[src/include/dcache_consts.svh]
`ifndef DCACHE_CONSTS_SVH
`define DCACHE_CONSTS_SVH

// cache geometry
`define DC_WAYS       4
`define DC_SETS       16
`define DC_TAG_W      22
// 32-bit beats per 64-byte line
`define DC_BEATS      16
// quarter lines held by one way RAM
`define DC_RAM_DEPTH  64

// backing memory window, 16 KB
`define MEM_WORDS     4096
`define MEM_BASE      32'h8000_0000

`endif

[src/design/cache_pkg.sv]
`default_nettype none

`include "dcache_consts.svh"

package cache_pkg;

	// one access from the core
	typedef struct packed {
		logic [31:0] addr;
		logic [63:0] wdata;
		// one bit per byte of wdata
		logic [7:0]  wmask;
		logic        wren;
	} cpu_req_t;

	// one bit per way, used for hit, victim and fill
	typedef logic [`DC_WAYS-1:0] way_vec_t;

	// quarter line, four 32-bit lanes
	typedef logic [127:0] ram_entry_t;

	typedef enum logic [1:0] {
		IDLE,
		REFILL,
		RESPOND
	} ctrl_state_t;

endpackage

`default_nettype wire

[src/design/mem_pkg.sv]
`default_nettype none

package mem_pkg;

	// one beat of a read burst
	typedef struct packed {
		logic [31:0] rdata;
		logic        rvalid;
		// high on the final beat only
		logic        rlast;
	} mem_rd_beat_t;

	// single-cycle write, 64 bits under a byte mask
	typedef struct packed {
		logic [31:0] waddr;
		logic [63:0] wdata;
		logic [7:0]  wmask;
		logic        wen;
	} mem_wr_t;

endpackage

`default_nettype wire

[src/design/refill_counter.sv]
`timescale 1ns/100ps
`default_nettype none

`include "dcache_consts.svh"

module refill_counter (
	input  logic                   clk,
	input  logic                   rst,
	input  logic                   refilling,
	input  logic                   advance,
	input  mem_pkg::mem_rd_beat_t  beat,
	output logic [3:0]             beat_idx,
	output cache_pkg::way_vec_t    victim
);
	localparam logic [3:0] LAST_BEAT = 4'(`DC_BEATS - 1);

	always_ff @(posedge clk) begin
		if (rst) begin
			beat_idx <= '0;
		end else if (!refilling) begin
			beat_idx <= '0;
		end else if (beat.rvalid) begin
			beat_idx <= beat_idx + 4'd1;
		end
	end

	// rotates every idle cycle so the way picked depends on request timing
	always_ff @(posedge clk) begin
		if (rst) begin
			victim <= {{(`DC_WAYS-1){1'b0}}, 1'b1};
		end else if (advance) begin
			victim <= {victim[`DC_WAYS-2:0], victim[`DC_WAYS-1]};
		end
	end

	// memory burst length and our beat count must agree
	a_last_beat: assert property (@(posedge clk) disable iff (rst)
		(refilling && beat.rvalid && beat.rlast) |-> (beat_idx == LAST_BEAT));

endmodule

`default_nettype wire

[config.mk]
export PLATFORM = sky130hd
export DESIGN_NAME = refill_counter
export DESIGN_NICKNAME = d
export VERILOG_FILES = /design/src/design/cache_pkg.sv /design/src/design/mem_pkg.sv /design/src/design/refill_counter.sv
export VERILOG_INCLUDE_DIRS = /design/src /design/src/include
export SDC_FILE = /design/constraint.sdc
export NUM_CORES = 1
export LEC_CHECK = 0
export BUFFER_PORTS_ARGS = -buffer_cell sky130_fd_sc_hd__buf_2
export CORE_AREA = 2 2 39 41
export CTS_CLUSTER_DIAMETER = 30
export CTS_CLUSTER_SIZE = 25
export DETAILED_ROUTE_END_ITERATION = 16
export DIE_AREA = 0 0 41 43
export HOLD_SLACK_MARGIN = 0.05
export PLACE_DENSITY_LB_ADDON = 0.25
export SLEW_MARGIN = 5
export SYNTH_ARGS = -nofsm -noshare
export SYNTH_HDL_FRONTEND = slang
export SYNTH_SLANG_ARGS = --single-unit
[constraint.sdc]
create_clock -name clk -period 1.55 [get_ports clk]
set_clock_uncertainty 0.1 [all_clocks]
set_input_delay 0.465 -clock clk [delete_from_list [all_inputs] [get_ports clk]]
set_output_delay 0.465 -clock clk [all_outputs]
set_load 0.1 [all_outputs]
After elaboration in Yosys (flattened, before gate mapping) --
Index checks and enable logic that the tools add are counted.
Storage, ports and cells: register bits after elaboration 8, bits of input ports 38, output and inout bits 8, logic and storage cells 5
Cells by class: add/sub/neg operators 1, bitwise gates (word level) 1, reduce and logical (&&, ||, !) cells 1
Operators by type and width (number):
- adder 4 x 1 -> 4 bit, second input constant | 1
- OR reduction 2 bit | 1
- NOT 1 bit | 1

Longest topological paths before layout --
depth after elaboration 2, depth in mapped cells 3, mapped depth without buffers 3

Worst setup path after synthesis --
Ideal clock, no wire load.
kind register to register, start point register beat_idx[0], end point register beat_idx[1], setup time 0.118 ns, data arrival time 1.513 ns, data required time 1.332 ns, path slack -0.181 ns, cell stages (with the launch flop) 4, path buffers 0, clock period less this slack 1.731 ns, cells stage by stage dfxtp_1 > ha_1 > mux2i_1 > nor2_1
Between the ends: cells in the longest elaborated chain, start to end 1
RTL lines:
- start: declaration | line refill_counter.sv:12 | output logic [3:0] beat_idx,
- start signal: assignment | line refill_counter.sv:23 | beat_idx <= beat_idx + 4'd1;
- adder 4 x 1 -> 4 bit | line refill_counter.sv:23
Every way passes these cells. A chain may end at the register's enable or synchronous reset.

Worst setup path in the final report --
start point register victim[3], end point output port victim[3]
RTL lines:
- start: declaration | line refill_counter.sv:13 | output cache_pkg::way_vec_t victim
- start signal: assignment | line refill_counter.sv:30 | victim <= {{(`DC_WAYS-1){1'b0}}, 1'b1};
- start signal: assignment | line refill_counter.sv:32 | victim <= {victim[`DC_WAYS-2:0], victim[`DC_WAYS-1]};
No word-level cell between the ends.

==> results by stage <==
Status:
- The run finished with clean final reports.

Clock network:
- After clock tree synthesis, the flow added hold-fix buffers numbering 0.
- The insertion delay to the later sink of the worst-skew pair is 250 ps.
- The total number of H-tree levels is 1.
- Clock-pin slew was measured on the worst setup and hold paths at 50 ps.
- The number of sinks on the clock net is 8.
- The clock tree buffer depth is 2.
- The post-CTS setup buffer count is 0.
- The clock tree root buffer cell is clkbuf_4.
- TritonCTS built the clock tree.
- TritonCTS created 3 clock buffers.
- Once the clock tree was built, the resizer swapped 0 gates to a different size.

Pwr:
- The switching fraction of total power is 0.297.
- The worst supply voltage drop on vdd is 0.432 mV.
- Summing internal, switching and leakage power gives 0.491 mW.
- For this design the static power due to leakage is 0.236 nW.
- The analysis attributes to net switching a power of 0.146 mW.
- The internal power of the cells totals 0.345 mW.
- Of the total power, the clock network draws 0.313.
- Of the total power, registers draw 0.456.
- The power density over the cells is 904 mW/mm^2.
- The combinational fraction of design power is 0.231.

Yosys:
- The Yosys step of the flow raised 0 warnings.
- The sequential share of the synthesized area is 0.496.
- The cell area after synthesis is 323 sq um.
- Each instance of the synthesized netlist takes up on average 10.8 sq um.
- The net count after synthesis is 69.
- Synthesis instantiated 14 different standard cells from the library.
- The register bit count reported by yosys is 8.
- After technology mapping, the gate count stands at 30.

GRT:
- For this run, the total global-route usage over all layers was measured as 0.0808.
- The via count of the first global-routing pass is 214.
- The largest net degree at the start of global routing is 8.
- The initial antenna violation count came to 0.
- The first global-routing pass estimated 917 um of wire.
- The overall overflow remaining after global route is 0.

Placement:
- The final RePlAce weighted congestion is 0.609.
- At the placement stage, the worst setup path has a slack of 292 ps.
- The count of input and output buffers is 12.

Layout:
- The share of cells above drive strength 1 is 0.432.
- The most common cell after layout, fill and taps aside is buf_12.
- In the layout the commonest cells are buf_12, dfxtp_1, mux2i_1, nor2_1, buf_2.
- The layout net count is 85.
- The number of antenna diodes in the final layout is 0.
- The layout overhead on the synthesized area is 68.2%.

Die:
- The number of rows in the core area is 14.
- 46 I/O pins were placed.
- The die covers 0.00176 sq mm.
- The die is 43 um tall.
- From left edge to right edge, the die measures 41 um.
- The region available for standard cell placement spans 0.00138 sq mm.
- The effective utilization at floorplan is 0.233.

Run:
- Max-cap violations in this run came to 0.

Worst hold path:
- The class of the tightest hold or removal check is in -> reg.

STA:
- The remaining max-slew budget at the tightest pin is 0.889.
- At the pin with the least slew margin, the transition time is 167 ps.
- The maximum achievable frequency is 713 MHz.
- The post-route minimum period is 1400 ps.
- Setup repair after global routing left no endpoint under its margin.
- The setup-violating endpoint count in the final report is 0.
- In the final timing run, aggregate negative setup slack is 0 ps.
- Across all setup checks in the final design, the least slack found is 147 ps.
- The max-slew violation count is 0.
- Hold is met by 365 ps.
- The post-route clock period utilization is 0.905.
- The count of endpoints failing hold in the final timing report is 0.

Detailed routing:
- The count of TritonRoute iterations in the first routing pass is 3.
- The average wire length per cell after detail routing is 9.25 um.
- The number of antenna-violating nets in the routed design is 0.
- The routed wire length is 555 um.
- The DRC violation count after routing is 0.
- The total number of vias is 259.
- The per-cell via count in the routed design is 4.32.
- The detailed router's first-iteration violation count is 1.

Worst setup path:
- The largest individual stage delay along the critical path comes from the cell dfxtp_1.
- Of all nets on the critical path, the largest fanout is 3.
- The number of buffers and inverters on the critical path is 1.
- The worst setup path is launched from a register.
- The start-to-end type of the worst setup path is reg -> out.
- On the critical path the largest part of the delay comes from flip-flops.
- The highest cell delay on the worst timing path is 390 ps.
- The nature of the critical path endpoint is a primary output.
- Traced cell by cell, the critical path runs through buf_12.
- At the worst endpoint, the arrival time is 840 ps.
- The required time of the critical path is 980 ps.
[registers in the layout, indices dropped and copies added, names as in the netlist]
register,count
beat_idx,4
victim,4
[through the flow]
| stage | utilization | area [sq um] | std cells |
|---|---|---|---|
| 2_1_floorplan | - | 325 | 30 |
| 3_3_place_gp | 0.376 | 520 | 57 |
| 3_5_place_dp | 0.376 | 520 | 57 |
| 4_1_cts | 0.392 | 543 | 60 |
| 5_1_grt | 0.392 | 543 | 60 |
| 6_report | 0.392 | 543 | 60 |
[synth_stat cells]
cell type | number | area (sq um)
dfxtp_1 | 8 | 160
mux2i_1 | 5 | 50.1
nor2_1 | 5 | 18.8
nand3b_1 | 2 | 15.0
a211o_2 | 1 | 10.0
a21bo_2 | 1 | 10.0
a21oi_1 | 1 | 5.00
clkbuf_2 | 1 | 5.00
ha_1 | 1 | 12.5
nand2b_1 | 1 | 6.26
nand4_1 | 1 | 6.26
nor2b_1 | 1 | 6.26
or3b_1 | 1 | 8.76
xnor2_1 | 1 | 8.76
[kinds of logic (layout without fill, tap and decap cells)]
| kind of cell | Yosys count | in the layout | share of synthesized area |
|---|---|---|---|
| AO/OA/AOI/OAI | 3 | 3 | 0.0775 |
| XOR/XNOR | 1 | 1 | 0.0271 |
| adder cells (fa/ha/maj) | 1 | 1 | 0.0388 |
| buffers and inverters | 1 | 15 | 0.0155 |
| flip-flops | 8 | 8 | 0.496 |
| multiplexers | 5 | 5 | 0.155 |
| AND/OR/NAND/NOR | 11 | 11 | 0.190 |
[area by class of cell]
class	count	area [sq um]
Multi-Input combinational cell	21	158
Timing Repair Buffer	12	180
Tap cell	16	20.0
Sequential cell	8	163
Clock buffer	3	22.5
Fill cell	143	841
[metal layers]
layer  up-vias  wire length [um]  global-route usage
met3         0                41              0.0628
met2        10               247              0.0938
met4         0                 0              0.0400
met5         -                 0                   0
met1       114               266               0.105
li1        135                 -                   -
[path summary, 6_finish.rpt]
path | endpoint | slack [ps] | start | cells after the start
setup / recovery | victim[3] | 150 | victim[3] | 1
hold / removal | victim[3] | 360 | rst | 2
setup reg to reg | beat_idx[2] | 510 | beat_idx[0] | 3
hold reg to reg | beat_idx[3] | 440 | beat_idx[3] | 2
[power groups by stage]
stage                     sequential, mW  clock (mW)  combinational [mW]
after floorplan                    0.277           0              0.0195
after global placement             0.229           0               0.113
after detailed placement           0.229           0               0.114
after CTS                          0.224       0.164               0.114
after global routing               0.225       0.176               0.118
final                              0.224       0.154               0.113
(Power assumes the default switching activity.)
