`config.mk`:
```
export PLATFORM = sky130hd
export DESIGN_NAME = tag_array
export DESIGN_NICKNAME = d
export VERILOG_FILES = /design/src/design/cache_pkg.sv /design/src/design/tag_array.sv
export VERILOG_INCLUDE_DIRS = /design/src /design/src/include
export SDC_FILE = /design/constraint.sdc
export NUM_CORES = 1
export LEC_CHECK = 0
export BUFFER_PORTS_ARGS = -buffer_cell sky130_fd_sc_hd__buf_2
export CAP_MARGIN = 30
export CORE_MARGIN = 2
export CORE_UTILIZATION = 60
export DETAILED_ROUTE_END_ITERATION = 7
export HOLD_SLACK_MARGIN = 0.03
export PLACE_DENSITY = 0.77
export SLEW_MARGIN = 40
export SYNTH_ARGS = -nofsm -noshare
export SYNTH_HDL_FRONTEND = slang
export SYNTH_SLANG_ARGS = --single-unit
```
`constraint.sdc`:
```
create_clock -name clk -period 7.17 [get_ports clk]
set_input_delay 0.3585 -clock clk [delete_from_list [all_inputs] [get_ports clk]]
set_output_delay 0.3585 -clock clk [all_outputs]
set_load 0.03 [all_outputs]
```
`src/include/dcache_consts.svh`:
```
`ifndef DCACHE_CONSTS_SVH
`define DCACHE_CONSTS_SVH

// cache geometry
`define DC_WAYS       4
`define DC_SETS       16
`define DC_TAG_W      22
// 32-bit beats per 64-byte line
`define DC_BEATS      16
// quarter lines held by one way RAM
`define DC_RAM_DEPTH  64

// backing memory window, 16 KB
`define MEM_WORDS     4096
`define MEM_BASE      32'h8000_0000

`endif

```
`src/design/cache_pkg.sv`:
```
`default_nettype none

`include "dcache_consts.svh"

package cache_pkg;

	// one access from the core
	typedef struct packed {
		logic [31:0] addr;
		logic [63:0] wdata;
		// one bit per byte of wdata
		logic [7:0]  wmask;
		logic        wren;
	} cpu_req_t;

	// one bit per way, used for hit, victim and fill
	typedef logic [`DC_WAYS-1:0] way_vec_t;

	// quarter line, four 32-bit lanes
	typedef logic [127:0] ram_entry_t;

	typedef enum logic [1:0] {
		IDLE,
		REFILL,
		RESPOND
	} ctrl_state_t;

endpackage

`default_nettype wire

```
`src/design/tag_array.sv`:
```
`timescale 1ns/100ps
`default_nettype none

`include "dcache_consts.svh"

module tag_array (
	input  logic                 clk,
	input  logic                 rst,
	input  logic [31:0]          addr,
	input  logic                 fill,
	input  logic                 invalidate,
	input  cache_pkg::way_vec_t  fill_way,
	output cache_pkg::way_vec_t  hit
);
	import cache_pkg::*;

	localparam int SET_W = $clog2(`DC_SETS);

	logic [`DC_TAG_W-1:0]             tags [`DC_WAYS][`DC_SETS];
	logic [`DC_WAYS-1:0][`DC_SETS-1:0] line_vld;
	logic [SET_W-1:0]                 set;
	logic [`DC_TAG_W-1:0]             tag;
	way_vec_t                         tag_eq;

	// set sits just above the 64-byte offset
	assign set = addr[6 +: SET_W];
	assign tag = addr[31 -: `DC_TAG_W];

	always_comb begin
		for (int w = 0; w < `DC_WAYS; w++) begin
			tag_eq[w] = (tags[w][set] == tag);
			hit[w]    = line_vld[w][set] && tag_eq[w];
		end
	end

	always_ff @(posedge clk) begin
		if (rst) begin
			line_vld <= '0;
		end else begin
			for (int w = 0; w < `DC_WAYS; w++) begin
				if (fill && fill_way[w]) begin
					line_vld[w][set] <= 1'b1;
				end else if (invalidate && tag_eq[w]) begin
					// stale copies dropped on write-through
					line_vld[w][set] <= 1'b0;
				end
			end
		end
	end

	always_ff @(posedge clk) begin
		for (int w = 0; w < `DC_WAYS; w++) begin
			if (fill && fill_way[w]) begin
				tags[w][set] <= tag;
			end
		end
	end

	// a line may live in one way only
	a_hit_onehot0: assert property (@(posedge clk) disable iff (rst)
		$onehot0(hit));

endmodule

`default_nettype wire

```
Word level (Yosys, flattened, before mapping)

Memories as Yosys holds them, arrays and structs flattened.
Cells that the tools add are included.

Flip-flop bits (word level): 64
Word-level logic and storage cells: 81
Bits in read-only memories: 0
Memories: 1
Latch bits: 0
Bits in writable memories: 1408
Bits of input ports: 40

Memories:

| name | words | bits a word | rd ports | clocked after Yosys merged registers in | write ports | line            | text |
|---|---|---|---|---|---|---|---|
| tags | 4     | 352         | 4        | 0                                       | 4           | tag_array.sv:19 | `` logic [`DC_TAG_W-1:0] tags [`DC_WAYS][`DC_SETS]; `` |

Div/mod/pow operators: 0
Muxes and demuxes: 40
Multipliers: 0
Shift operators: 0
Eq/ne operators: 4
Add/subtract/negate cells: 0
Reductions and logical operators: 18
Magnitude comparators: 4
Bitwise gates (word level): 10

Operators with widths:

| cell                 | count |
|---|---|
| $mux W352            | 4 |
| $bmux W22 S4         | 4 |
| $mux W22             | 9 |
| $mux W16             | 8 |
| $demux W22 S4        | 1 |
| $eq A22 B22 Y1       | 4 |
| $and A16 B16 Y16     | 4 |
| $or A16 B16 Y16      | 4 |
| $bmux W1 S4          | 4 |
| $not A16 Y16         | 1 |
| $logic_and A1 B1 Y1  | 14 |
| $mux W1              | 9 |
| $reduce_bool A2 Y1   | 4 |
| $ge A5 B5 Y1 const B | 1 |
| $lt A4 B5 Y1 const B | 1 |
| $lt A5 B1 Y1 const B | 1 |
| $not A4 Y5           | 1 |
| $demux W1 S4         | 1 |
| $ge A4 B1 Y1 const B | 1 |

Logic depth before layout (Yosys ltp)

Word-level depth: 8
Gate-level depth with buffers: 16

Worst setup path before layout

OpenSTA, ideal clock, no wires.

Path type: in2out
Start point: input addr[7]
End point: output hit[0]
Path slack: 3.087 ns
Data required time: 6.812 ns
Buffers on the path: 9
Stages on the path: 13
Data arrival time: 3.724 ns
Cell sequence: buf_2 buf_6 buf_2 buf_2 buf_4 buf_2 buf_4 buf_2 buf_1 mux4_2 mux4_2 nand2_1 nor4_1

Cells in the longest elaborated chain, start to end: 6
Elaborated cells on any way between the ends: 8
Those cells by class: eq/ne (1); mux (5); bitwise (1); reduce/logical (1)

RTL lines:

| what                                         | line            | text |
|---|---|---|
| from (decl)                                  | tag_array.sv:9  | `input logic [31:0] addr,` |
| $not A4 Y5 (implied by the code)             | tag_array.sv:31 | `tag_eq[w] = (tags[w][set] == tag);` |
| $bmux W22 S4                                 | tag_array.sv:31 |  |
| $mux W22 (implied by the code) (2 in series) | tag_array.sv:31 |  |
| $eq A22 B22 Y1                               | tag_array.sv:31 |  |
| $logic_and A1 B1 Y1 *                        | tag_array.sv:32 | `hit[w] = line_vld[w][set] && tag_eq[w];` |
| to (decl)                                    | tag_array.sv:13 | `output cache_pkg::way_vec_t hit` |

Every way passes the cells marked *; elsewhere a longest branch is shown, timed or not. The select of a mux whose other input is x is not followed.

Final worst setup path

Start point: input addr[6]
End point: output hit[2]

Same word-level chain as after synthesis.

==> summary.md <==
| Metric | Value |
|---|---|
| Relative slew margins | 40.3% |
| DRT Wirelength | 139 mm |
| Syn. warnings | 0 |
| Worst Setup End Kind | output pin |
| Post-synthesis cell area | 0.0590 mm² |
| CTS Buf Count | 140 |
| Met3 Usage GRT | 4.83% |
| Critical Path Stages | 9 |
| Vias | 29400 |
| Gate Count Post-Synth | 2825 |
| H-tree levels | 4 |
| Worst Hold Slack | 0.109 ns |
| Max Transition Viols Final | 0 |
| CTS clk-pin slew, worst paths | 0.06 ns |
| Power Dens Cells | 272 mW/mm² |
| Max IR drop VDD | 354 µV |
| Syn nets | 2865 |
| Drc violations | 0 |
| Critical path data required time | 6.81 ns |
| Post-layout min period | 4.60 ns |
| CP bufs+invs | 3 |
| Post-CTS setup buffers | 0 |
| Max FFs per register | 1408 |
| Layout cells sized above 1 | 26.0% |
| Initial Util | 60.3% |
| Die Span Y | 318 µm |
| CTS Sinks | 1472 |
| Startpoint Class | input port |
| Clk_lat worst skew | 0.75 ns |
| Setup TNS | 0 ns |
| Sequential fraction of the synthesis area | 73.8% |
| Maxcap violations | 0 |
| First-pass GRT wire length | 202 mm |
| CTS tree | yes |
| WL per Instance | 31.9 µm |
| Setup CP Type | input port to output pin |
| #FFs+latches synth | 1472 |
| Placeable Area | 0.0978 mm² |
| Antenna violations before repair | 8 |
| Crit-path max FO | 94 |
| Vias/cell | 6.75 |
| Most used cell, CP | mux4_2 |
| Clk buf depth | 3 |
| Busiest grt layer | met2 |
| RSZ-0062 raised after global routing | false |
| Die width | 318 µm |
| IO buf count | 37 |
| Synth top area share | 71.7% |
| Worst-Margin Slew | 0.888 ns |
| Largest cells by area after synthesis | edfxtp_1 (72%), mux4_2 (13%), mux2i_1 (2.7%) |
| Post-route ant nets | 0 |
| Result of the run | finished clean |
| Dominant cell type by area after synthesis | edfxtp_1 |
| Synth-to-Final Area Change | 10.8% |
| Largest registers | tags: 1408 flops |
| Slowest CP cell | buf_12 |
| LEAKAGE | 20.8 nW |
| FILL cells | 5994 |
| # IOs | 44 |
| Top cells by count, synth | edfxtp_1 (1408), mux4_2 (335), mux2i_1 (161), nor2_1 (137), xnor2_1 (87) |
| Top reg by flops | tags |
| Count of final setup violators | 0 |
| Synth async-reset ratio | 0% |
| GRT Resource Usage Total | 27.8% |
| Met1 usage | 39.3% |
| DRT iter0 DRCs | 4024 |
| Pre-antenna DRT Iters | 6 |
| Final Hold Vio Count | 0 |
| Vias in the first global route | 30300 |
| Gr ovfl total | 0 |
| M2 GR Usage | 45.2% |
| Distinct cells, synth | 72 |
| Core Rows | 115 |
| DIE AREA | 0.101 mm² |
| Post-synth EDFFs | 1408 |
| Hold Path Cell Cnt | 1 |
| Part of the cycle the worst path needs | 64.2% |
| NumNets Final | 3001 |
| Syn_area_per_cell | 20.9 µm² |
| Root buffer cell | clkbuf_16 |
| Fmax | 217 MHz |
| Worst min-delay path class | input port to flip-flop |
| Critical path cell sequence | buf_8 > buf_12 > mux4_2 > mux4_2 > xnor2_1 > nand4_1 > nor4_1 > and4b_1 > buf_2 |
| Worst path top cell family by delay | buffers and inverters |
| Clock skew | 0.0325 ns |
| Placer's final routability congestion estimate | 0.970 |
| CP peak stage delay | 0.63 ns |
| R2R depth | 8 |
| Largest net degree at the start of global routing | 106 |
| Top_reg_cell synth | edfxtp_1 |
| Critical Path AT | 4.24 ns |
| Most common cell in the synthesized netlist | edfxtp_1 |
| DP Wirelength | 75.1 mm |
[cells by family after synthesis]
group	after synthesis	synth area share, %
DFF	1472	73.8
muxes	553	17.3
and+or+nand+nor	322	2.60
AOI/OAI and AO/OA	181	2.42
buffers and inverters	177	2.00
xor gates and xnor gates	120	1.78
[worst reg2reg max path, delay by kind of cell (launching register included)]
kind,cells,cell delay (ns)
AO/OA/AOI/OAI,2,0.37
XOR/XNOR,1,0.10
flip-flops,1,0.37
multiplexers,2,0.70
AND/OR/NAND/NOR,3,1.71
[layout make-up]
class | instances | area (µm²) | area share (%)
Sequential cell | 1472 | 43600 | 66.6
Multi-Input combinational cell | 1176 | 14400 | 22.1
Clock buffer | 184 | 3730 | 5.71
Tap cell | 1287 | 1610 | 2.46
Timing Repair Buffer | 163 | 1320 | 2.01
Clock inverter | 64 | 703 | 1.08
Inverter | 8 | 30.0 | 0.0459
Antenna cell | 1 | 2.50 | 0.00383
[power by group]
group | internal (W) | leakage, nW | switching, W
Clock | 0.00417 | 2.16 | 0.00304
Combinational | 0.000392 | 5.47 | 0.000633
Sequential | 0.00952 | 13.2 | 0.0000271
[per-layer routing]
metal	vias up	wire (µm)
li1	12000	-
met1	15500	53900
met2	1668	68700
met3	272	12700
met4	6	3470
met5	-	36
[timing repair]
item | in CTS | in global routing
hold buffers | 3 | 0
hold endpoints to repair | 20 | 0
resized for setup | 0 | 0
[worst paths after layout]
path           startpoint           end  slack (ns)
min reg2reg     flip-flop     flip-flop        0.50
max               addr[6]        hit[2]        2.57
min              addr[23]  tags[0][321]        0.11
max reg2reg  tags[1][216]     flip-flop        3.77
[layout by cell type (no fill, tap or decap), types with 11 or more instances in the layout]
master / instances
dfxtp_1: 64
buf_2: 30
a21oi_1: 14
edfxtp_1: 1408
mux4_2: 335
mux2_2: 28
a22oi_1: 18
nor2b_1: 11
bufinv_16: 14
o21bai_1: 16
mux2i_1: 161
xnor2_1: 87
nor2_2: 64
a311oi_1: 16
o22ai_1: 12
a211oi_1: 40
xor2_1: 33
mux4_1: 29
nor3_1: 42
clkbuf_16: 142
clkbuf_1: 40
buf_4: 117
nor2_1: 73
clkinv_1: 21
nand2_1: 59
clkinv_2: 20
nand4_1: 15
nand3_1: 13
[metrics by stage]
stage	std cells	setup WS, ns	instance area, µm²	total power [W]	util, %
after CTS	4353	2.52	65300	0.0179	66.8
final	4355	2.57	65400	0.0178	66.8
after detailed placement	4102	2.53	60900	0.0107	62.2
after global routing	4354	2.29	65400	0.0182	66.8
after floorplan	2825	3.09	59000	0.0104	-
after global placement	4097	2.46	60800	0.0107	62.1
Power figures use the tool's default switching activity.
