<file path="config.mk">
export PLATFORM = sky130hd
export DESIGN_NAME = dcache_ctrl
export DESIGN_NICKNAME = d
export VERILOG_FILES = /design/src/design/cache_pkg.sv /design/src/design/mem_pkg.sv /design/src/design/dcache_ctrl.sv
export VERILOG_INCLUDE_DIRS = /design/src /design/src/include
export SDC_FILE = /design/constraint.sdc
export NUM_CORES = 1
export LEC_CHECK = 0
export ABC_CLOCK_PERIOD_IN_PS = 2150
export BUFFER_PORTS_ARGS = -buffer_cell sky130_fd_sc_hd__buf_4
export CAP_MARGIN = 10
export CORE_MARGIN = 10
export CORE_UTILIZATION = 13
export DETAILED_ROUTE_END_ITERATION = 7
export PLACE_DENSITY = 0.86
export SETUP_SLACK_MARGIN = 0.5
export SKIP_LAST_GASP = 1
export SLEW_MARGIN = 30
export SYNTH_ARGS = -nofsm -noshare
export SYNTH_HDL_FRONTEND = slang
export SYNTH_SLANG_ARGS = --single-unit
export TNS_END_PERCENT = 1
</file>
<file path="constraint.sdc">
create_clock -name clk -period 2.15 [get_ports clk]
set_input_delay 0.1075 -clock clk [delete_from_list [all_inputs] [get_ports clk]]
set_output_delay 0.1075 -clock clk [all_outputs]
set_load 0.02 [all_outputs]
</file>
<file path="src/include/dcache_consts.svh">
`ifndef DCACHE_CONSTS_SVH
`define DCACHE_CONSTS_SVH

// cache geometry
`define DC_WAYS       4
`define DC_SETS       16
`define DC_TAG_W      22
// 32-bit beats per 64-byte line
`define DC_BEATS      16
// quarter lines held by one way RAM
`define DC_RAM_DEPTH  64

// backing memory window, 16 KB
`define MEM_WORDS     4096
`define MEM_BASE      32'h8000_0000

`endif

</file>
<file path="src/design/cache_pkg.sv">
`default_nettype none

`include "dcache_consts.svh"

package cache_pkg;

	// one access from the core
	typedef struct packed {
		logic [31:0] addr;
		logic [63:0] wdata;
		// one bit per byte of wdata
		logic [7:0]  wmask;
		logic        wren;
	} cpu_req_t;

	// one bit per way, used for hit, victim and fill
	typedef logic [`DC_WAYS-1:0] way_vec_t;

	// quarter line, four 32-bit lanes
	typedef logic [127:0] ram_entry_t;

	typedef enum logic [1:0] {
		IDLE,
		REFILL,
		RESPOND
	} ctrl_state_t;

endpackage

`default_nettype wire

</file>
<file path="src/design/mem_pkg.sv">
`default_nettype none

package mem_pkg;

	// one beat of a read burst
	typedef struct packed {
		logic [31:0] rdata;
		logic        rvalid;
		// high on the final beat only
		logic        rlast;
	} mem_rd_beat_t;

	// single-cycle write, 64 bits under a byte mask
	typedef struct packed {
		logic [31:0] waddr;
		logic [63:0] wdata;
		logic [7:0]  wmask;
		logic        wen;
	} mem_wr_t;

endpackage

`default_nettype wire

</file>
<file path="src/design/dcache_ctrl.sv">
`timescale 1ns/100ps
`default_nettype none

module dcache_ctrl (
	input  logic                   clk,
	input  logic                   rst,
	input  cache_pkg::cpu_req_t    req,
	input  logic                   valid,
	input  cache_pkg::way_vec_t    hit,
	input  mem_pkg::mem_rd_beat_t  beat,
	output logic                   ready,
	output logic                   ar_start,
	output logic                   refilling,
	output logic                   mem_wen,
	output logic                   lookup_en,
	output cache_pkg::way_vec_t    hit_q
);
	import cache_pkg::*;

	ctrl_state_t state;
	ctrl_state_t state_nxt;
	logic        write_req;
	logic        read_hit;
	logic        read_miss;
	logic        beat_last;

	// requests are only looked at in IDLE
	assign lookup_en = (state == IDLE) && valid;
	assign write_req = lookup_en && req.wren;
	assign read_hit  = lookup_en && !req.wren && (hit != '0);
	assign read_miss = lookup_en && !req.wren && (hit == '0);
	assign beat_last = beat.rvalid && beat.rlast;

	always_comb begin
		state_nxt = state;
		case (state)
			IDLE: begin
				if (write_req || read_hit) begin
					state_nxt = RESPOND;
				end else if (read_miss) begin
					state_nxt = REFILL;
				end
			end
			// retried lookup in IDLE then hits
			REFILL: begin
				if (beat_last) begin
					state_nxt = IDLE;
				end
			end
			RESPOND: state_nxt = IDLE;
			default: state_nxt = IDLE;
		endcase
	end

	always_ff @(posedge clk) begin
		if (rst) begin
			state <= IDLE;
			hit_q <= '0;
		end else begin
			state <= state_nxt;
			// hit way steers the output mux in RESPOND
			if (read_hit) begin
				hit_q <= hit;
			end
		end
	end

	assign ready     = (state == RESPOND);
	assign ar_start  = read_miss;
	assign refilling = (state == REFILL);
	assign mem_wen   = write_req;

	// the memory must not finish a burst we did not ask for
	a_rlast_in_refill: assert property (@(posedge clk) disable iff (rst)
		beat_last |-> (state == REFILL));

endmodule

`default_nettype wire

</file>
======== After elaboration in Yosys (flattened, before gate mapping) ========
Cells that the tools add are included.
storage, ports and cells
  output and inout bits ................... 9
  register bits ........................... 6
  input port bits ......................... 146
  word-level logic and storage cells ...... 22
cells by class
  equal/unequal tests ..................... 4
  multiplexer cells ....................... 4
  reduce and logical (&&, ||, !) cells .... 12
operator list
  operator            count
  $logic_and 1x1->1   6
  $mux 2              3
  $logic_not 4->1     1
  $pmux 2 s2          1
  $reduce_bool 4->1   1
  $ne 3x2->1 const B  1
  $eq 2x1->1 const B  1
  $eq 2x2->1 const B  1
  $logic_not 2->1     1
  $ne 2x1->1 const B  1
  $reduce_and 2->1    1
  $logic_not 1->1     1
  $logic_or 1x1->1    1

======== Logic depth before layout (Yosys ltp) ========
Gate-level depths: netlist of the first run.
  depth in word-level cells ............... 7
  gate-level depth with buffers ........... 3
  depth with buffers taken out ............ 3

======== Least setup slack after synthesis of the first run ========
No wires, ideal clock.
  kind .................................... reg-to-reg
  from .................................... register state[0]
  to ...................................... register hit_q[0]
  buffers on the path ..................... 0
  period minus slack after synthesis ...... 1.182 ns
  library setup time ...................... 0.118 ns
  stages on the path, launching flop included .. 4
  arrival time ............................ 1.064 ns
  required time ........................... 2.032 ns
  slack ................................... 0.968 ns
  path through ............................ dfxtp_1 -> or4b_4 -> o21ai_1 -> a21oi_1
between the ends
  longest elaborated chain between the ends .. 4
ends and longest elaborated chain
  item                             line               source
  start, declared                  dcache_ctrl.sv:20  ctrl_state_t state;
  start signal, assigned           dcache_ctrl.sv:60  state <= state_nxt;
  $logic_not 2->1                  dcache_ctrl.sv:28  assign lookup_en = (state == IDLE) && valid;
  $logic_and 1x1->1                dcache_ctrl.sv:28
  $logic_and 1x1->1 (2 in series)  dcache_ctrl.sv:30  assign read_hit = lookup_en && !req.wren && (hit != '0);
  end signal, assigned             dcache_ctrl.sv:63  hit_q <= hit;
  end, declared                    dcache_ctrl.sv:16  output cache_pkg::way_vec_t hit_q
No other way between the ends.
A chain may end at the register's enable or synchronous reset.

======== Worst setup path after layout of the first run ========
  from .................................... register state[0]
  to ...................................... output ar_start
between the ends
  longest elaborated chain between the ends .. 4
ends and longest elaborated chain
  item                             line               source
  $logic_not 2->1                  dcache_ctrl.sv:28
  $logic_and 1x1->1                dcache_ctrl.sv:28
  $logic_and 1x1->1 (2 in series)  dcache_ctrl.sv:31  assign read_miss = lookup_en && !req.wren && (hit == '0);
  end, declared                    dcache_ctrl.sv:12  output logic ar_start,
No other way between the ends.

==> summary.md, run 1 <==
| Metric | Value |
|---|---|
| Status | `complete, no violations` |
| Worst EP arrival | `1.35 ns` |
| # IOs | `about 160` |
| CP peak stage delay | `0.43 ns` |
| Crit-path cells | `nor4b_4 -> and2_1 -> buf_4` |
| Routed WL | `975 µm` |
| Finished Layout Cells | `81` |
| R2R depth | `3` |
| CORE AREA | `roughly 2000 µm²` |
| Tmin final | `1.46 ns` |
| Worst-Margin Slew | `roughly 0.47 ns` |
| FF-to-FF setup slack | `between 0.8 and 0.9 ns` |
| Register area share after synthesis | `41.9%` |
| Clk pin slew, worst setup/hold paths | `0.05 ns` |
| First-pass GRT wire length | `1610 µm` |
| Seq cells post-synth | `6` |
| Cells after Synth | `33` |
| Vias post-DR | `around 320` |
| Syn. warnings | `0` |
| Deepest clock path buffer count | `2` |
| Layout net count | `202` |
| CTS tree | `built` |
| Area contributors post-synth | `dfxtp_1 (42%), nand2_1 (7.9%), nor4_4 (7.4%), a21oi_1 (7.0%), o21ai_1 (7.0%)` |
| Distinct cells, synth | `14` |
| Clk sinks | `6` |
| Commonest cells post-synth | `dfxtp_1 (6), nand2_1 (6), a21oi_1 (4), o21ai_1 (4), nor2_1 (3)` |
| Final Wtd Congestion | `0.737` |
| Wire per inst | `12.0 µm` |
| Worst-Skew Late Latency | `between 0.2 and 0.25 ns` |
| GRT Overall Usage | `4.88%` |
| Reg2reg start | `state[0]$_SDFFE_PP0P_` |
| Final-layout fill cell count | `219` |
| Die area | `4480 µm²` |
| CP Launch Point | `state[0]$_SDFFE_PP0P_` |
| Crit Path Class | `register to primary output` |
| Congestion Overflow GR | `0` |
| Multi-input logic area | `168 µm²` |
| Row cnt | `16` |
| I/O Buffers | `18` |
| Diodes inserted | `0` |
| Share of layout cells above drive strength 1 | `between 40% and 50%` |
| Ys async rst share | `0%` |
| Share of the synthesized area in the top cell type | `41.9%` |
| Max cap viols | `0` |
| Worst hold path depth | `2` |
| Post-Place Cells | `between 70 and 80` |
| Cts bufs inserted | `3` |
| Max-slew headroom | `68.7%` |
| Max H-tree Level | `1` |
| Initial Utilization | `approximately 14%` |
| Min-Delay Path Class | `input port to register` |
| Max Fclk | `686 MHz` |
| Endpoint of the worst register-to-register path | `hit_q[1]$_SDFFE_PP0P_` |
| First DRT Iteration DRCs | `3` |
| Mapped Nets | `179` |
| Setup bufs post-CTS | `0` |
| Vias in the first global route | `358` |
| Setup_tns | `0 ns` |
| Max Transition Viols Final | `0` |
| Cts repair resizes | `1` |
| Worst Hold Launch | `rst` |
| Largest net degree at the start of global routing | `8` |
| Worst-case clock skew | `0.00647 ns` |
| Die Height | `66.9 µm` |
| Final Hold Vio Count | `0` |
| Main synth FF type | `dfxtp_1` |
| Pleak | `0.000216 µW` |
| Crit-path max FO | `6` |
| Drc violations | `0` |
| Area grow syn2layout | `69.9%` |
| Antenna Nets Post-Route | `0` |
| # hold bufs at CTS | `0` |
| Initial antenna violation count | `0` |
| Post-synth EDFFs | `0` |
| Startpoint types | `register` |
| CP required | `2.04 ns` |
| RSZ-0062 raised after global routing | `no` |
| Root buf cell | `clkbuf_4` |
| Die outline width | `66.9 µm` |
| CP Capture Type | `primary output` |
| Yosys top cell by area | `dfxtp_1` |
| Setup violations, final | `0` |
| Worst-path cell with the longest stage delay | `nor4b_4` |
| Cell Pwr Density | `a little under 600 nW/µm²` |
| Drt pass-1 iters | `2` |
| Netlist Area Pre-Place | `between 200 and 300 µm²` |
| Tcrit/Tclk final | `67.8%` |
| Reg area | `~120 µm²` |
| Vias per inst | `approximately 4.0` |
| Average size of a mapped cell | `8.68 µm²` |
| Peak supply drop | `0.000243 V` |
| Hold worst-path end | `hit_q[2]$_SDFFE_PP0P_` |
## through the flow
stage               area [µm²]  power, µW  worst slack [ns]  util, %  hold WS [ns]
finish                     487        283             0.692     24.1        0.0801
global placement           455        178             0.819     22.5         0.322
floorplan                  287        146             0.968        -         0.177
CTS                        487        291             0.645     24.1        0.0649
global route               487        307             0.566     24.1        0.0668
detailed placement         455        180             0.772     22.5         0.329
## critical path: cells and delay by family (launching register included)
family | cells | cell delay (ns)
buf+inv | 1 | 0.14
flops | 1 | 0.36
simple gates | 2 | 0.61
## worst max path at each step
stage / endpoint / slack, ns / depth (start not counted)
floorplan: hit_q[0]$_SDFFE_PP0P_ / 0.97 / 3
global placement: ar_start / 0.82 / 3
detailed placement: ar_start / 0.77 / 3
CTS: ar_start / 0.64 / 3
global route: ar_start / 0.57 / 3
finish: ar_start / 0.69 / 3
## layout by cell type (no fill, tap or decap), drive strengths merged
cell     n
clkbuf   3
and2     1
a22oi    1
buf     18
dfxtp    6
and2b    1
nor4b    1
or4b     1
inv      2
nand2    6
a21oi    4
nor4     1
nor2b    1
nor2     3
a211oi   1
o21ai    4
## report_power, final
group / leakage [µW] / total, µW / internal [µW] / switching, µW
Sequential: 0.0000490 / 120 / 116 / 3.89
Clock: 0.0000138 / 104 / 63.2 / 40.6
Combinational: 0.000153 / 59.2 / 29.2 / 30.0
Total: 0.000216 / 283 / 209 / 74.5
## cell type report
type	count	share of cell area (%)
inverter	2	1.54
multi-input combinational	25	34.4
clock buffer	3	4.63
timing repair buffer	18	27.8
tap	27	6.94
sequential	6	24.7
## state kept, by name (all words and copies together), names as in the netlist
name	cells
hit_q	4
state	2
## logic make-up (layout without fill, tap and decap cells)
| logic type | after synthesis | after routing | synth area share (%) |
|---|---|---|---|
| AO/OA/AOI/OAI | 10 | 10 | 19.2 |
| flip-flops | 6 | 6 | 41.9 |
| buffers and inverters | 2 | 23 | 2.62 |
| AND/OR/NAND/NOR | 15 | 15 | 36.2 |
## layer usage
metal  GRT usage [%]  share of wire (%)
met4           0.769               0.41
met2            5.92                 35
met5               0                  0
met3            5.52                 15
met1            5.55                 49
(Power assumes the default switching activity.)
==> run 2: changes to the inputs <==
--- a/config.mk
+++ b/config.mk
@@ -6,13 +6,14 @@
 export SDC_FILE = /design/constraint.sdc
 export NUM_CORES = 1
 export LEC_CHECK = 0
-export ABC_CLOCK_PERIOD_IN_PS = 2150
+export ABC_AREA = 1
+export ABC_CLOCK_PERIOD_IN_PS = 1300
 export BUFFER_PORTS_ARGS = -buffer_cell sky130_fd_sc_hd__buf_4
 export CAP_MARGIN = 10
 export CORE_MARGIN = 10
-export CORE_UTILIZATION = 13
+export CORE_UTILIZATION = 12
 export DETAILED_ROUTE_END_ITERATION = 7
-export PLACE_DENSITY = 0.86
+export PLACE_DENSITY = 0.77
 export SETUP_SLACK_MARGIN = 0.5
 export SKIP_LAST_GASP = 1
 export SLEW_MARGIN = 30
==> constraint.sdc (replaced) <==
create_clock -name clk -period 1.3 [get_ports clk]
set_input_delay 0.065 -clock clk [delete_from_list [all_inputs] [get_ports clk]]
set_output_delay 0.065 -clock clk [all_outputs]
set_load 0.02 [all_outputs]
==> run 2 against run 1 <==
Non-clock buffer count increased by 1. Register-to-register slack got worse by 0.49 ns. Sequential share of layout area decreased by 2.1 points. Critical path depth increased by 3. Combinational power rose by 93%. Largest cell class unchanged. Largest power group unchanged.
==> summary.md, run 2 <==
| Metric | Value |
|---|---|
| Max cap viols | `0 (unchanged)` |
| Area contributors post-synth | `dfxtp_1 (37%), nand2_1 (10%), nor2_1 (8.1%), nand2_4 (7.0%), nor2_4 (7.0%)` |
| Max Fclk | `842 MHz` |
| Worst-path cell with the longest stage delay | `dfxtp_1` |
| Max reg flops | `4 (unchanged)` |
| Worst-Skew Late Latency | `0.24 ns (about the same)` |
| Register area share after synthesis | `37.2% (-4.7 points)` |
| Initial antenna violation count | `0 (unchanged)` |
| Drc violations | `0 (unchanged)` |
| Status | `complete, no violations` |
| Most numerous cell in the Yosys netlist | `nand2_1` |
| Setup_tns | `0 ns (unchanged)` |
| Deepest clock path buffer count | `2 (unchanged)` |
| Setup violations, final | `0 (unchanged)` |
| Clock power frac | `35.8% (-0.8 points)` |
| Leading cell types in the layout, fill and taps excluded | `buf_4 (18), nand2_1 (9), nor2_1 (6), dfxtp_1 (6), a21oi_1 (4)` |
| First DRT Iteration DRCs | `5 (+2)` |
| Drt pass-1 iters | `4 (+2)` |
| Clk pin slew, worst setup/hold paths | `0.04 ns (about the same)` |
| Seq cells post-synth | `6 (unchanged)` |
| Setup ws final | `0.112 ns (-0.580 ns)` |
| CP Capture Type | `primary output` |
| Clk sinks | `6 (unchanged)` |
| Commonest cells post-synth | `nand2_1 (9), nor2_1 (7), dfxtp_1 (6)` |
| RSZ-0062 raised after global routing | `yes` |
| Row cnt | `18 (+2)` |
| Psw | `136 µW (+82%)` |
| Detail Placement HPWL | `812 µm` |
| Root buf cell | `clkbuf_4` |
| Final hold slack | `0.0234 ns (-0.0567 ns)` |
| Vias in the first global route | `336 (-6.1%)` |
| Crit-path max FO | `4 (-2)` |
| Die outline width | `71.9 µm (+7.3%)` |
| Post-Place Cells | `88 (+13%)` |
| Min-Delay Path Class | `input port to register` |
| Vias per inst | `3.51 (-12%)` |
| Startpoint types | `register` |
| Cells after Synth | `40 (+21%)` |
| Peak supply drop | `0.000450 V (+85%)` |
| Post-route cell area | `532 µm² (+9.3%)` |
| Max H-tree Level | `1 (unchanged)` |
| CORE AREA | `2520 µm² (+25%)` |
| Antenna Nets Post-Route | `0 (unchanged)` |
| Share of the synthesized area in the top cell type | `37.2% (-4.7 points)` |
| Post-synth EDFFs | `0 (unchanged)` |
| Reg2reg start | `state[0]$_SDFFE_PP0P_` |
| Netlist Area Pre-Place | `323 µm² (+13%)` |
| Final Hold Vio Count | `0 (unchanged)` |
| CP required | `1.24 ns (-0.80 ns)` |
| Ys async rst share | `0% (unchanged)` |
| Post-DP Area | `498 µm² (+9.3%)` |
| Final Wtd Congestion | `0.628 (-15%)` |
| CTS tree | `built` |
| Internal | `349 µW (+67%)` |
| Area grow syn2layout | `64.7%` |
| First-pass GRT wire length | `1370 µm (-15%)` |
| Average size of a mapped cell | `8.07 µm² (-7.1%)` |
| Max-slew headroom | `88.3% (+20 points)` |
| Top reg by flops | `hit_q` |
| Mapped Nets | `186 (+3.9%)` |
| Worst-case clock skew | `0.0000972 ns (-0.00637 ns)` |
| Distinct cells, synth | `13 (-1)` |
| Comb power frac | `23.5% (+2.6 points)` |
| Sw frac | `28.0% (+1.7 points)` |
| Tmin final | `around 1.2 ns` |
| # hold bufs at CTS | `0 (unchanged)` |
| CP peak stage delay | `0.31 ns (-0.12 ns)` |
| Setup WS pre-CTS | `0.350 ns (-0.422 ns)` |
| Largest net degree at the start of global routing | `7 (-1)` |
| Die Height | `71.9 µm (+7.3%)` |
| Yosys top cell by area | `dfxtp_1` |
| Most frequent cell on the critical path | `nand2_4` |
| Reg power frac | `40.6% (-1.9 points)` |
| Worst EP arrival | `1.12 ns (-0.23 ns)` |
| Max Transition Viols Final | `0 (unchanged)` |
| Main synth FF type | `dfxtp_1` |
| Tcrit/Tclk final | `91.4%` |
| Pleak | `0.000241 µW (+11%)` |
| CP Launch Point | `state[0]$_SDFFE_PP0P_` |
| # IOs | `155 (unchanged)` |
| GRT Overall Usage | `3.51% (-1.4 points)` |
| Cts bufs inserted | `3 (unchanged)` |
| Vias post-DR | `323 (unchanged)` |
| Wire per inst | `10.2 µm (-15%)` |
| Layout net count | `210 (+4.0%)` |
| Crit-path cells | `inv_2 -> nand2_4 -> nor2_8 -> nand2_4 -> nor2_4 -> buf_6` |
| Finished Layout Cells | `92 (+14%)` |
| Initial Utilization | `12.8% (-1.4 points)` |
| Diodes inserted | `0 (unchanged)` |
| Die area | `5160 µm² (+15%)` |
| Routed WL | `940 µm (-3.6%)` |
| Commonest non-fill, non-tap cell in the layout | `buf_4` |
| I/O Buffers | `18 (unchanged)` |
| Worst Hold Launch | `rst` |
| Share of layout cells above drive strength 1 | `56.5% (+12 points)` |
| Syn. warnings | `0 (unchanged)` |
| Worst-Margin Slew | `0.175 ns (-0.291 ns)` |
| Cell Pwr Density | `912 nW/µm² (+57%)` |
| Largest regs | `hit_q (4), state (2)` |
| Crit Path Class | `register to primary output` |
| Congestion Overflow GR | `0 (unchanged)` |
run 2: changes by cell type in the layout (fill, tap and decap cells not counted), sizes merged, moves of 2 or more:
cell | previous run | this run
inv | 2 | 4
o21ai | 4 | 1
nand2 | 6 | 11
nor2 | 3 | 11
nand3 | 0 | 2
run 2: repair_timing:
action	in CTS	in global routing
gates resized for setup	1	0
setup buffers	0	1
hold endpoints to repair	0	0
endpoints found under the setup margin	11	15
pin swaps	0	0
cloned	0	0
run 2: path summary, 6_finish.rpt:
path                           endpoint  slack [ns]  depth (start not counted)
hold / removal    state[0]$_SDFFE_PP0P_        0.02                          2
setup reg to reg  hit_q[3]$_SDFFE_PP0P_        0.35                          6
setup / recovery               ar_start        0.11                          6
hold reg to reg   hit_q[2]$_SDFFE_PP0P_        0.46                          2
run 2: cell families after synthesis:
kind of cell | count (synthesis) | share of synthesized area (%)
simple gates | 24 | 46.9
buf+inv | 4 | 4.65
compound gates | 6 | 11.2
flops | 6 | 37.2
run 2: power groups by stage:
stage               registers (µW)  logic, µW  clock network (µW)
floorplan                      207       52.0                   0
global placement               200        111                   0
detailed placement             200        113                   0
CTS                            197        114                 182
global route                   197        124                 195
finish                         197        114                 174
run 2: layer usage:
metal | vias to the layer above | wire, µm | track usage, %
met5 | - | 0 | 0
met4 | 0 | 0 | 0.645
met3 | 0 | 167 | 4.13
met2 | 20 | 330 | 4.02
met1 | 135 | 442 | 4.06
li1 | 168 | - | -
run 2: per-stage QoR:
stage,utilization [%],total power [µW]
3_3_place_gp,19.7,311
4_1_cts,20.8,493
2_1_floorplan,-,259
6_report,21.1,485
5_1_grt,21.1,516
3_5_place_dp,19.7,313
run 2: layout make-up:
cell class                 count  area (µm²)
fill                         290        1990
clock buffer                   3        22.5
tap                           30        37.5
multi-input combinational     30         190
inverter                       4        15.0
sequential                     6         120
timing repair buffer          19         146
run 2: worst max-delay path, delay by kind of cell (launching register included):
| kind | cells | cell delay [ns] |
|---|---|---|
| DFF | 1 | 0.31 |
| buffers and inverters | 2 | 0.22 |
| and+or+nand+nor | 4 | 0.34 |
